[src/ldst_pkg.sv]
`default_nettype none

package ldst_pkg;

  // ----------------------------
  // Data path widths
  // ----------------------------
  // Fixed at 64 bits, eight byte lanes
  localparam int unsigned XLEN      = 64;
  localparam int unsigned BYTE_LEN  = 8;
  // Byte offset inside a doubleword
  localparam int unsigned OFF_W     = 3;
  // Lane count, one byte enable per lane
  localparam int unsigned NUM_LANES = XLEN / BYTE_LEN;

  // Request address field, top level only decodes ADDR_W of it
  localparam int unsigned REQ_ADDR_W = 16;
  // Doubleword index field toward the memory
  localparam int unsigned WORD_IDX_W = REQ_ADDR_W - OFF_W;

  // ----------------------------
  // Access width encoding
  // ----------------------------
  typedef enum logic [2:0] {
    LS_BYTE,
    LS_BYTE_U,
    LS_HALFWORD,
    LS_HALFWORD_U,
    LS_WORD,
    LS_WORD_U,
    LS_DOUBLEWORD
  } ldst_width_t;

  // ----------------------------
  // Interface structs
  // ----------------------------
  // Load or store request from the core
  typedef struct packed {
    logic                  is_store;
    ldst_width_t           width;
    logic [REQ_ADDR_W-1:0] addr;
    logic [XLEN-1:0]       wdata;   // LSB aligned store value
  } ldst_req_t;

  // Memory command, store data already on its lanes
  typedef struct packed {
    logic                  we;
    logic [WORD_IDX_W-1:0] word_idx;
    logic [NUM_LANES-1:0]  be;
    logic [XLEN-1:0]       wdata;
  } ram_cmd_t;

  // Load info kept while the read is in flight
  typedef struct packed {
    ldst_width_t      width;
    logic [OFF_W-1:0] offset;
  } ld_tag_t;

  // Load result, extended to XLEN
  typedef struct packed {
    logic [XLEN-1:0] data;
  } ld_rsp_t;

endpackage

`default_nettype wire
[src/ldst_subsys.sv]
`timescale 1ns/1ps
`default_nettype none

module ldst_subsys #(
  parameter int unsigned ADDR_W = 8
) (
  input  logic                clk_i,
  input  logic                arst_n_i,
  input  logic                req_valid_i,
  input  ldst_pkg::ldst_req_t req_i,
  output logic                rsp_valid_o,
  output ldst_pkg::ld_rsp_t   rsp_o,
  output logic                misalign_o
);

  import ldst_pkg::*;

  // Issue stage to memory
  logic     cmd_valid;
  ram_cmd_t cmd;

  // Issue stage to load unit
  logic    ld_issue;
  ld_tag_t tag;

  // Memory read data
  logic [XLEN-1:0] rdata;

  // ----------------------------
  // Issue, alignment, lane shift
  // ----------------------------
  ldst_issue #(
    .ADDR_W (ADDR_W)
  ) i_ldst_issue (
    .clk_i       (clk_i),
    .arst_n_i    (arst_n_i),
    .req_valid_i (req_valid_i),
    .req_i       (req_i),
    .cmd_valid_o (cmd_valid),
    .cmd_o       (cmd),
    .ld_issue_o  (ld_issue),
    .tag_o       (tag),
    .misalign_o  (misalign_o)
  );

  // Data memory
  data_ram #(
    .ADDR_W (ADDR_W)
  ) i_data_ram (
    .clk_i       (clk_i),
    .cmd_valid_i (cmd_valid),
    .cmd_i       (cmd),
    .rdata_o     (rdata)
  );

  // Load response path
  load_unit i_load_unit (
    .clk_i       (clk_i),
    .arst_n_i    (arst_n_i),
    .ld_issue_i  (ld_issue),
    .tag_i       (tag),
    .rdata_i     (rdata),
    .rsp_valid_o (rsp_valid_o),
    .rsp_o       (rsp_o)
  );

endmodule

`default_nettype wire

[src/load_unit.sv]
`timescale 1ns/1ps
`default_nettype none

module load_unit (
  input  logic                      clk_i,
  input  logic                      arst_n_i,
  input  logic                      ld_issue_i,
  input  ldst_pkg::ld_tag_t         tag_i,
  input  logic [ldst_pkg::XLEN-1:0] rdata_i,
  output logic                      rsp_valid_o,
  output ldst_pkg::ld_rsp_t         rsp_o
);

  import ldst_pkg::*;

  // Load whose memory read is in flight
  logic    ld_valid_q;
  ld_tag_t tag_q;

  // Extracted and extended data
  logic [XLEN-1:0] sel_data;

  // ----------------------------
  // In-flight tracking
  // ----------------------------
  // Valid bit, set in step with the memory read
  always_ff @(posedge clk_i or negedge arst_n_i) begin : valid_reg
    if (!arst_n_i) begin
      ld_valid_q <= 1'b0;
    end else begin
      ld_valid_q <= ld_issue_i;
    end
  end

  // Tag kept only for loads
  always_ff @(posedge clk_i) begin : tag_reg
    if (ld_issue_i) begin
      tag_q <= tag_i;
    end
  end

  // ----------------------------
  // Response forming
  // ----------------------------
  byte_selector i_byte_selector (
    .type_i     (tag_q.width),
    .byte_off_i (tag_q.offset),
    .data_i     (rdata_i),
    .data_o     (sel_data)
  );

  // Response follows the read data in the same cycle
  assign rsp_valid_o = ld_valid_q;
  assign rsp_o.data  = sel_data;

endmodule

`default_nettype wire

[src/data_ram.sv]
`timescale 1ns/1ps
`default_nettype none

module data_ram #(
  parameter int unsigned ADDR_W = 8
) (
  input  logic                      clk_i,
  input  logic                      cmd_valid_i,
  input  ldst_pkg::ram_cmd_t        cmd_i,
  output logic [ldst_pkg::XLEN-1:0] rdata_o
);

  import ldst_pkg::*;

  // Doubleword index width and array depth
  localparam int unsigned IDX_W = ADDR_W - OFF_W;
  localparam int unsigned DEPTH = 2 ** IDX_W;

  // Storage, contents undefined until written
  logic [XLEN-1:0] mem [DEPTH];

  // Only the low index bits address this array
  logic [IDX_W-1:0] idx;

  assign idx = cmd_i.word_idx[IDX_W-1:0];

  // ----------------------------
  // Write port
  // ----------------------------
  // Per-lane write under the byte enables
  always_ff @(posedge clk_i) begin : ram_write
    if (cmd_valid_i && cmd_i.we) begin
      for (int unsigned l = 0; l < NUM_LANES; l++) begin
        if (cmd_i.be[l]) begin
          mem[idx][l*BYTE_LEN +: BYTE_LEN] <= cmd_i.wdata[l*BYTE_LEN +: BYTE_LEN];
        end
      end
    end
  end

  // ----------------------------
  // Read port
  // ----------------------------
  // Registered read for loads, data holds otherwise
  always_ff @(posedge clk_i) begin : ram_read
    if (cmd_valid_i && !cmd_i.we) begin
      rdata_o <= mem[idx];
    end
  end

endmodule

`default_nettype wire

[src/ldst_issue.sv]
`timescale 1ns/1ps
`default_nettype none

module ldst_issue #(
  parameter int unsigned ADDR_W = 8
) (
  input  logic                clk_i,
  input  logic                arst_n_i,
  input  logic                req_valid_i,
  input  ldst_pkg::ldst_req_t req_i,
  output logic                cmd_valid_o,
  output ldst_pkg::ram_cmd_t  cmd_o,
  output logic                ld_issue_o,
  output ldst_pkg::ld_tag_t   tag_o,
  output logic                misalign_o
);

  import ldst_pkg::*;

  // Offset and size decode
  logic [OFF_W-1:0]     req_off;
  logic [OFF_W-1:0]     align_mask;
  logic [NUM_LANES-1:0] size_be;
  logic                 misaligned;

  // Next state of the registered outputs
  logic     cmd_valid_d;
  logic     ld_issue_d;
  logic     misalign_d;
  ram_cmd_t cmd_d;
  ld_tag_t  tag_d;

  assign req_off = req_i.addr[OFF_W-1:0];

  // ----------------------------
  // Size and alignment decode
  // ----------------------------
  // Mask of offset bits that must be zero, plus lane mask at offset 0
  always_comb begin : size_decode
    case (req_i.width)
      LS_BYTE, LS_BYTE_U: begin
        align_mask = 3'b000;
        size_be    = 8'h01;
      end
      LS_HALFWORD, LS_HALFWORD_U: begin
        align_mask = 3'b001;
        size_be    = 8'h03;
      end
      LS_WORD, LS_WORD_U: begin
        align_mask = 3'b011;
        size_be    = 8'h0f;
      end
      default: begin
        // Doubleword
        align_mask = 3'b111;
        size_be    = 8'hff;
      end
    endcase
  end

  // Any set offset bit under the mask breaks natural alignment
  assign misaligned = |(req_off & align_mask);

  // ----------------------------
  // Command and tag build
  // ----------------------------
  always_comb begin : cmd_build
    cmd_d.we       = req_i.is_store;
    cmd_d.word_idx = WORD_IDX_W'(req_i.addr[ADDR_W-1:OFF_W]);
    // Lanes start at the byte offset
    cmd_d.be       = size_be << req_off;
    // Store value moved up by offset times 8 bits
    cmd_d.wdata    = req_i.wdata << (req_off * BYTE_LEN);

    // Width and offset ride along with the load
    tag_d.width    = req_i.width;
    tag_d.offset   = req_off;
  end

  // Misaligned requests never reach memory
  assign cmd_valid_d = req_valid_i & ~misaligned;
  assign ld_issue_d  = cmd_valid_d & ~req_i.is_store;
  assign misalign_d  = req_valid_i & misaligned;

  // ----------------------------
  // Output registers
  // ----------------------------
  // Control strobes, one cycle after the request
  always_ff @(posedge clk_i or negedge arst_n_i) begin : ctrl_regs
    if (!arst_n_i) begin
      cmd_valid_o <= 1'b0;
      ld_issue_o  <= 1'b0;
      misalign_o  <= 1'b0;
    end else begin
      cmd_valid_o <= cmd_valid_d;
      ld_issue_o  <= ld_issue_d;
      misalign_o  <= misalign_d;
    end
  end

  // Payload, qualified by the strobes above
  always_ff @(posedge clk_i) begin : payload_regs
    cmd_o <= cmd_d;
    tag_o <= tag_d;
  end

endmodule

`default_nettype wire

[src/byte_selector.sv]
`timescale 1ns/1ps
`default_nettype none

module byte_selector (
  input  ldst_pkg::ldst_width_t         type_i,      // Access width and signedness
  input  logic [ldst_pkg::OFF_W-1:0]    byte_off_i,  // Offset of the first byte
  input  logic [ldst_pkg::XLEN-1:0]     data_i,      // Full doubleword from memory
  output logic [ldst_pkg::XLEN-1:0]     data_o       // Extended load value
);

  import ldst_pkg::*;

  // Portions picked at each multiplexer level
  logic [4*BYTE_LEN-1:0] sel_word;
  logic [2*BYTE_LEN-1:0] sel_half;
  logic [BYTE_LEN-1:0]   sel_byte;

  // ----------------------------
  // Lane selection
  // ----------------------------
  // One multiplexer level per offset bit, widest first
  always_comb begin : lane_select
    // Offset bit 2 picks upper or lower word
    if (byte_off_i[2]) begin
      sel_word = data_i[8*BYTE_LEN-1 -: 4*BYTE_LEN];
    end else begin
      sel_word = data_i[4*BYTE_LEN-1 -: 4*BYTE_LEN];
    end
    // Offset bit 1 picks halfword within that word
    if (byte_off_i[1]) begin
      sel_half = sel_word[4*BYTE_LEN-1 -: 2*BYTE_LEN];
    end else begin
      sel_half = sel_word[2*BYTE_LEN-1 -: 2*BYTE_LEN];
    end
    // Offset bit 0 picks byte within that halfword
    if (byte_off_i[0]) begin
      sel_byte = sel_half[2*BYTE_LEN-1 -: BYTE_LEN];
    end else begin
      sel_byte = sel_half[BYTE_LEN-1 -: BYTE_LEN];
    end
  end

  // ----------------------------
  // Extension to XLEN
  // ----------------------------
  always_comb begin : extend
    case (type_i)
      // Byte loads
      LS_BYTE:       data_o = {{(XLEN - BYTE_LEN){sel_byte[BYTE_LEN-1]}}, sel_byte};
      LS_BYTE_U:     data_o = {{(XLEN - BYTE_LEN){1'b0}}, sel_byte};
      // Halfword loads
      LS_HALFWORD:   data_o = {{(XLEN - 2*BYTE_LEN){sel_half[2*BYTE_LEN-1]}}, sel_half};
      LS_HALFWORD_U: data_o = {{(XLEN - 2*BYTE_LEN){1'b0}}, sel_half};
      // Word loads
      LS_WORD:       data_o = {{(XLEN - 4*BYTE_LEN){sel_word[4*BYTE_LEN-1]}}, sel_word};
      LS_WORD_U:     data_o = {{(XLEN - 4*BYTE_LEN){1'b0}}, sel_word};
      // Doubleword goes through untouched
      LS_DOUBLEWORD: data_o = data_i;
      default:       data_o = data_i;
    endcase
  end

endmodule

`default_nettype wire

[config.mk]
export PLATFORM = sky130hd
export DESIGN_NAME = ldst_subsys
export DESIGN_NICKNAME = d
export VERILOG_FILES = /design/src/ldst_pkg.sv /design/src/ldst_subsys.sv /design/src/load_unit.sv /design/src/data_ram.sv /design/src/ldst_issue.sv /design/src/byte_selector.sv
export SDC_FILE = /design/constraint.sdc
export NUM_CORES = 2
export LEC_CHECK = 0
export BUFFER_PORTS_ARGS = -buffer_cell sky130_fd_sc_hd__buf_2
export CELL_PAD_IN_SITES_DETAIL_PLACEMENT = 1
export CELL_PAD_IN_SITES_GLOBAL_PLACEMENT = 1
export CORE_ASPECT_RATIO = 1.4
export CORE_UTILIZATION = 52
export CTS_BUF_LIST = sky130_fd_sc_hd__clkbuf_4
export DETAILED_ROUTE_END_ITERATION = 10
export GPL_TIMING_DRIVEN = 0
export PLACE_DENSITY_LB_ADDON = 0.1
export SYNTH_ARGS = -nofsm -noshare
export SYNTH_HDL_FRONTEND = slang
export SYNTH_SLANG_ARGS = --single-unit
[constraint.sdc]
create_clock -name clk_i -period 3.8 [get_ports clk_i]
set_input_delay 0.95 -clock clk_i [delete_from_list [all_inputs] [get_ports clk_i]]
set_output_delay 0.95 -clock clk_i [all_outputs]
set_load 0.005 [all_outputs]
======== Yosys cells after proc, flatten, opt, wreduce, memory -nomap -nowiden ========
Memory sizes are Yosys's and may differ from the RTL's. A register that Yosys moved wholly into a read port is not among the register bits.
Cells that the tools add are included.
Widths: inputs -> output; s select.
storage, ports and cells
  bits in latches ......................... 0
  register bits ........................... 94
  memories kept ........................... 1
  memory bits (writable) .................. 2048
  output and inout bits ................... 66
  bits of input ports ..................... 87
  ROM bits ................................ 0
  word-level logic and storage cells ...... 70
cells by class
  reductions and logical operators ........ 9
  div/mod/pow operators ................... 0
  $lt $le $gt $ge ......................... 0
  bitwise logic cells ..................... 6
  eq/ne operators ......................... 10
  shift-type cells ........................ 2
  add/subtract/negate cells ............... 0
  multipliers ............................. 0
  multiplexer cells ....................... 30
memory list
  memory          depth  bits a word  rd ports  clocked after memory_dff  write ports  line            RTL
  i_data_ram.mem  32     64           1         1                         1            data_ram.sv:20  logic [XLEN-1:0] mem [DEPTH];
operators with widths
  operator            count
  $pmux 64 s6         1
  $shl 64x6->64       1
  $mux 32             1
  $mux 1              24
  $pmux 8 s3          1
  $mux 16             1
  $eq 3x2->1 const B  4
  $eq 3x3->1 const B  4
  $pmux 3 s3          1
  $mux 8              1
  $shl 8x3->8         1
  $eq 3x1->1 const B  2
  $logic_not 3->1     2
  $reduce_or 2->1     3
  $and 1x1->1         3
  $and 3x3->3         1
  $reduce_or 3->1     1
  $logic_and 1x1->1   2
  $not 1->1           2
  $logic_not 1->1     1

======== Longest topological paths before layout ========
  depth in word-level cells ............... 8
  mapped depth ............................ 7
  gate-level depth less buffers ........... 4

======== Modules after synthesis ========
From an unflattened synthesis, not the netlist that was laid out.
second synthesis, totals
  cells, all modules ...................... 5019
  area total of the unflattened synthesis .. 86689.4 um^2
modules (own cells, without submodules)
  module         sequential area each (um^2)  area each (um^2)  instances  cells each
  data_ram       63420.8                      80766.2           1          4429
  ldst_issue     1756.7                       3946.3            1          364
  byte_selector  0.0                          1771.7            1          219
  load_unit      205.2                        205.2             1          7

======== Worst setup path before layout ========
No wires, ideal clock.
  kind .................................... reg2reg
  from .................................... register i_ldst_issue.cmd_valid_o
  to ...................................... register i_data_ram.rdata_o[0] (netlist bit) (read register of i_data_ram.mem) (enable)
  stages on the path, launching flop included .. 2
  path slack .............................. 121 ps
  data arrival time ....................... 3184 ps
  setup time .............................. 494 ps
  cell sequence ........................... dfrtp_1 -> nor2b_1
on the way
  cells in the longest elaborated chain, start to end .. 1
ends and longest elaborated chain
  item                    line              RTL
  from (decl)             ldst_issue.sv:11  output logic cmd_valid_o,
  from (signal assigned)  ldst_issue.sv:95  cmd_valid_o <= cmd_valid_d;
  $logic_and 1x1->1       data_ram.sv:46    if (cmd_valid_i && !cmd_i.we) begin
  to (decl)               data_ram.sv:10    output logic [ldst_pkg::XLEN-1:0] rdata_o
Every way passes these cells.
A chain may end at the register's enable or synchronous reset.

==> impl_metrics.csv <==
group,metric,value,unit
synth,yosysSeqAreaShare,0.770,
setup_path,worstPathArrival,3.33,ns
setup_path,cp-startpoint,"i_data_ram.rdata_o[15]$_DFFE_PP_",
global_routing,antenna_found_initial,41,
cts,cts.path.max_buffers,4,
status,violations,"max-capacitance violations, max-slew violations, negative setup slack",
pwr,intPower,38.1,mW
sta,tightest_slew,1.65,ns
cells_and_area,fillers,14100,
cts,cts-root-buf,"clkbuf_4",
job,cap_violations,7,
min_path,hp-class,"in2reg",
floorplan,die_area,0.165,mm²
sta,slew_headroom,-0.0987,
placement,io_buffers,144,
route,via_per_inst,6.64,
setup_path,critPathMaxFanout,10,
global_routing,met1_usage,0.456,
setup_path,r2r_start,"i_ldst_issue.cmd_o[73]$_DFF_P_",
setup_path,crit_type,"reg2out",
sta,finalClockSkew,0.109,ns
floorplan,io-pin-count,153,
synth,synth_edf_count,2118,
synth,ys_warn_count,0,
placement,dp_hpwl,199000,µm
global_routing,met2_usage,0.566,
floorplan,num_rows,175,
synth,synthArstFlopShare,0.00181,
pwr,clockPowerShare,0.396,
sta,finalHoldViolCount,0,
synth,synthCells,4058,
synth,yosys-top-cells-area,"edfxtp_1, mux4_2, a22oi_1",
sta,hold-worst-slack,0.0808,ns
synth,ys_seq_elements,2206,
synth,syn_nets,4145,
cts,cts_tree,"yes",
cts,clock_latency,1.43,ns
synth,synth_cell_types,45,
cts,cts.sink_count,2206,
pwr,p_leak,29.0,nW
pwr,p_sw,12.1,mW
global_routing,grt_use_total,0.364,
route,drc_errors,0,
synth,syn_avg_cell_area,20.9,µm²
pwr,powerDensity,517,mW/mm²
cts,cts.clk_slew.worst_paths,0.08,ns
cells_and_area,drive_gt1_frac,0.378,
setup_path,worstPathRequired,2.85,ns
global_routing,grt_pass1_wl,400000,µm
floorplan,die_x,344,µm
route,firstDrtPassIters,7,
cells_and_area,final_cell_count_no_fill,7385,
route,drt_wl_total,297000,µm
global_routing,grtUsageMet3,0.102,
floorplan,initial_core_util,0.523,
cts,cts_made_buffers,543,
pwr,vdd_ir_drop_max,282,µV
sta,setup_viol,169,
sta,timing.final.crit_share,1.13,
setup_path,rr_worst_depth,6,
route,antenna_left,0,
route,wl_per_cell,40.2,µm
floorplan,coreArea,0.162,mm²
setup_path,start_kind,"register",
pwr,switching_share,0.240,
synth,yosysTopAreaCell,"edfxtp_1",
cts,h-tree-depth,6,
floorplan,dieHeight,480,µm
synth,ys.flop_type,"edfxtp_1",
sta,period_needed,4.28,ns
synth,netlist_area,0.0849,mm²
status,status,"finished with violations",
setup_path,worstSetupEndpointType,"primary output",
placement,gp_congestion,0.913,
min_path,worstHoldStart,"req_i[54]",
cells_and_area,syn_to_final_growth,14.4,%
cells_and_area,layout.nets,4956,
sta,setup_ws,-0.485,ns
sta,fmax,233,MHz
sta,final_max_slew_viol_count,76,
global_routing,overflow,0,
pwr,power_frac_seq,0.550,
synth,synth_top_cell_area_share,0.749,
global_routing,gr-max-usage-layer,"met2",
pwr,power_frac_comb,0.054,
sta,rsz0062_at_grt,"true",
min_path,hold-path-cell-count,4,
global_routing,grt_pass1_vias,49600,
route,vias,49100,
route,drt_iter0_drc,6705,
global_routing,grt_max_degree,33,
placement,dpl.cell_count,6330,
## kinds of logic (layout without fill, tap and decap cells)
logic type             after synthesis  in the layout  synth area share
AND/OR/NAND/NOR                    498            498            0.0253
multiplexers                       638            638             0.154
other                                0             21                 0
buffers and inverters              264           1446            0.0132
AO/OA/AOI/OAI                      452            452            0.0380
flip-flops                        2206           2206             0.770
## final cells by class
class / count / area, µm² / share of cell area
Tap cell: 2124 / 2660 / 0.0273
Inverter: 3 / 12.5 / 0.000129
Clock inverter: 154 / 1020 / 0.0105
Sequential cell: 2206 / 65400 / 0.673
Timing Repair Buffer: 266 / 1790 / 0.0185
Buffer: 261 / 1310 / 0.0135
Clock buffer: 762 / 5720 / 0.0589
Multi-Input combinational cell: 1588 / 19200 / 0.198
Antenna cell: 21 / 52.6 / 0.000541
## final timing paths
kind,to,slack (ns)
worst max-delay path,rsp_o[57],-0.48
worst min-delay path,i_ldst_issue.cmd_o[62]$_DFF_P_,0.08
worst max register to register,i_data_ram.rdata_o[8]$_DFFE_PP_,-0.22
worst min register to register,i_load_unit.tag_q[5]$_DFFE_PP_,0.41
max in group asynchronous,i_load_unit.rsp_valid_o$_DFF_PN0_,3.12
min in group asynchronous,i_ldst_issue.misalign_o$_DFF_PN0_,0.51
## flip-flops by register name (all words and copies together), names as in the netlist
name	flops
i_ldst_issue.misalign_o	1
i_ldst_issue.tag_o	6
i_load_unit.rsp_valid_o	1
i_ldst_issue.cmd_valid_o	1
i_data_ram.mem	2048
i_ldst_issue.ld_issue_o	1
i_load_unit.tag_q	6
i_ldst_issue.cmd_o	78
i_data_ram.rdata_o	64
## cell usage after synthesis, types with 2 or more instances
master,instances
a21oi_1,27
a22oi_1,257
o22a_1,8
buf_2,73
buf_6,4
clkbuf_1,152
inv_1,2
nor2_1,301
dfxtp_1,84
a2bb2oi_1,16
o2bb2ai_1,8
nand4_1,64
buf_4,2
nor3_1,3
or2_2,4
nor2b_1,15
nor3b_1,3
nand2_1,88
mux4_2,529
edfxtp_1,2118
mux2_2,34
dfrtp_1,4
o22ai_1,23
buf_1,30
a22o_1,8
mux2i_1,75
a21o_1,33
and2_1,12
a211oi_1,3
o21ai_0,61
and3b_1,2
nand2b_1,2
## timing repair
item / in CTS / in global routing
endpoints found under the setup margin: 2081 / 742
hold buffers: 34 / 0
pin swaps: 58 / 9
endpoints found under the hold margin: 39 / 0
cloned: 2 / 0
resized for setup: 258 / 114
buffers inserted: 81 / 1
## critical path, cell delays in order, from the launching register on
cell	delay, ns
edfxtp_1	0.38
buf_6	0.16
mux4_2	0.51
a32oi_4	0.25
o21ai_4	0.17
buf_6	0.17
a21o_1	0.15
buf_2	0.12
## stage by stage
step / worst slack [ns] / utilization / setup TNS, ns / cell area [µm²] / total power, mW
6_report: -0.485 / 0.599 / -28.66 / 97200 / 50.2
3_5_place_dp: -1.26 / 0.545 / -1366.29 / 88400 / 30.7
2_1_floorplan: 0.121 / - / 0 / 84900 / 29.0
3_3_place_gp: -1.51 / 0.544 / -1362.77 / 88300 / 30.6
4_1_cts: -0.548 / 0.597 / -57.26 / 96800 / 50.2
5_1_grt: -0.626 / 0.599 / -36.18 / 97200 / 51.4
## power by group through the flow
stage,clock network (mW),registers [mW],logic (mW)
CTS,20.0,27.6,2.61
global placement,0,28.1,2.48
detailed placement,0,28.1,2.51
global route,21.0,27.6,2.73
floorplan,0,27.8,1.27
finish,19.9,27.6,2.70
## cells in the final DEF (no fill, tap or decap), types with 26 or more instances in the layout
master	instances
dlygate4sd3_1	34
nor2_2	142
mux2i_1	75
nand4_1	64
a21o_1	32
dfxtp_1	83
clkbuf_1	107
nor2_1	133
edfxtp_1	2118
o21ai_0	53
buf_4	85
mux4_2	529
mux2_2	34
clkinv_1	97
clkbuf_2	41
buf_2	207
nand2_1	54
clkbuf_4	770
a22oi_1	257
nor2_4	26
## metal layers
metal | wire length [µm] | share of wire
met5 | 184 | 0.00062
met4 | 19400 | 0.066
met3 | 33000 | 0.11
met2 | 141000 | 0.48
met1 | 103000 | 0.35
No activity file was read; power rests on OpenSTA's default activity.
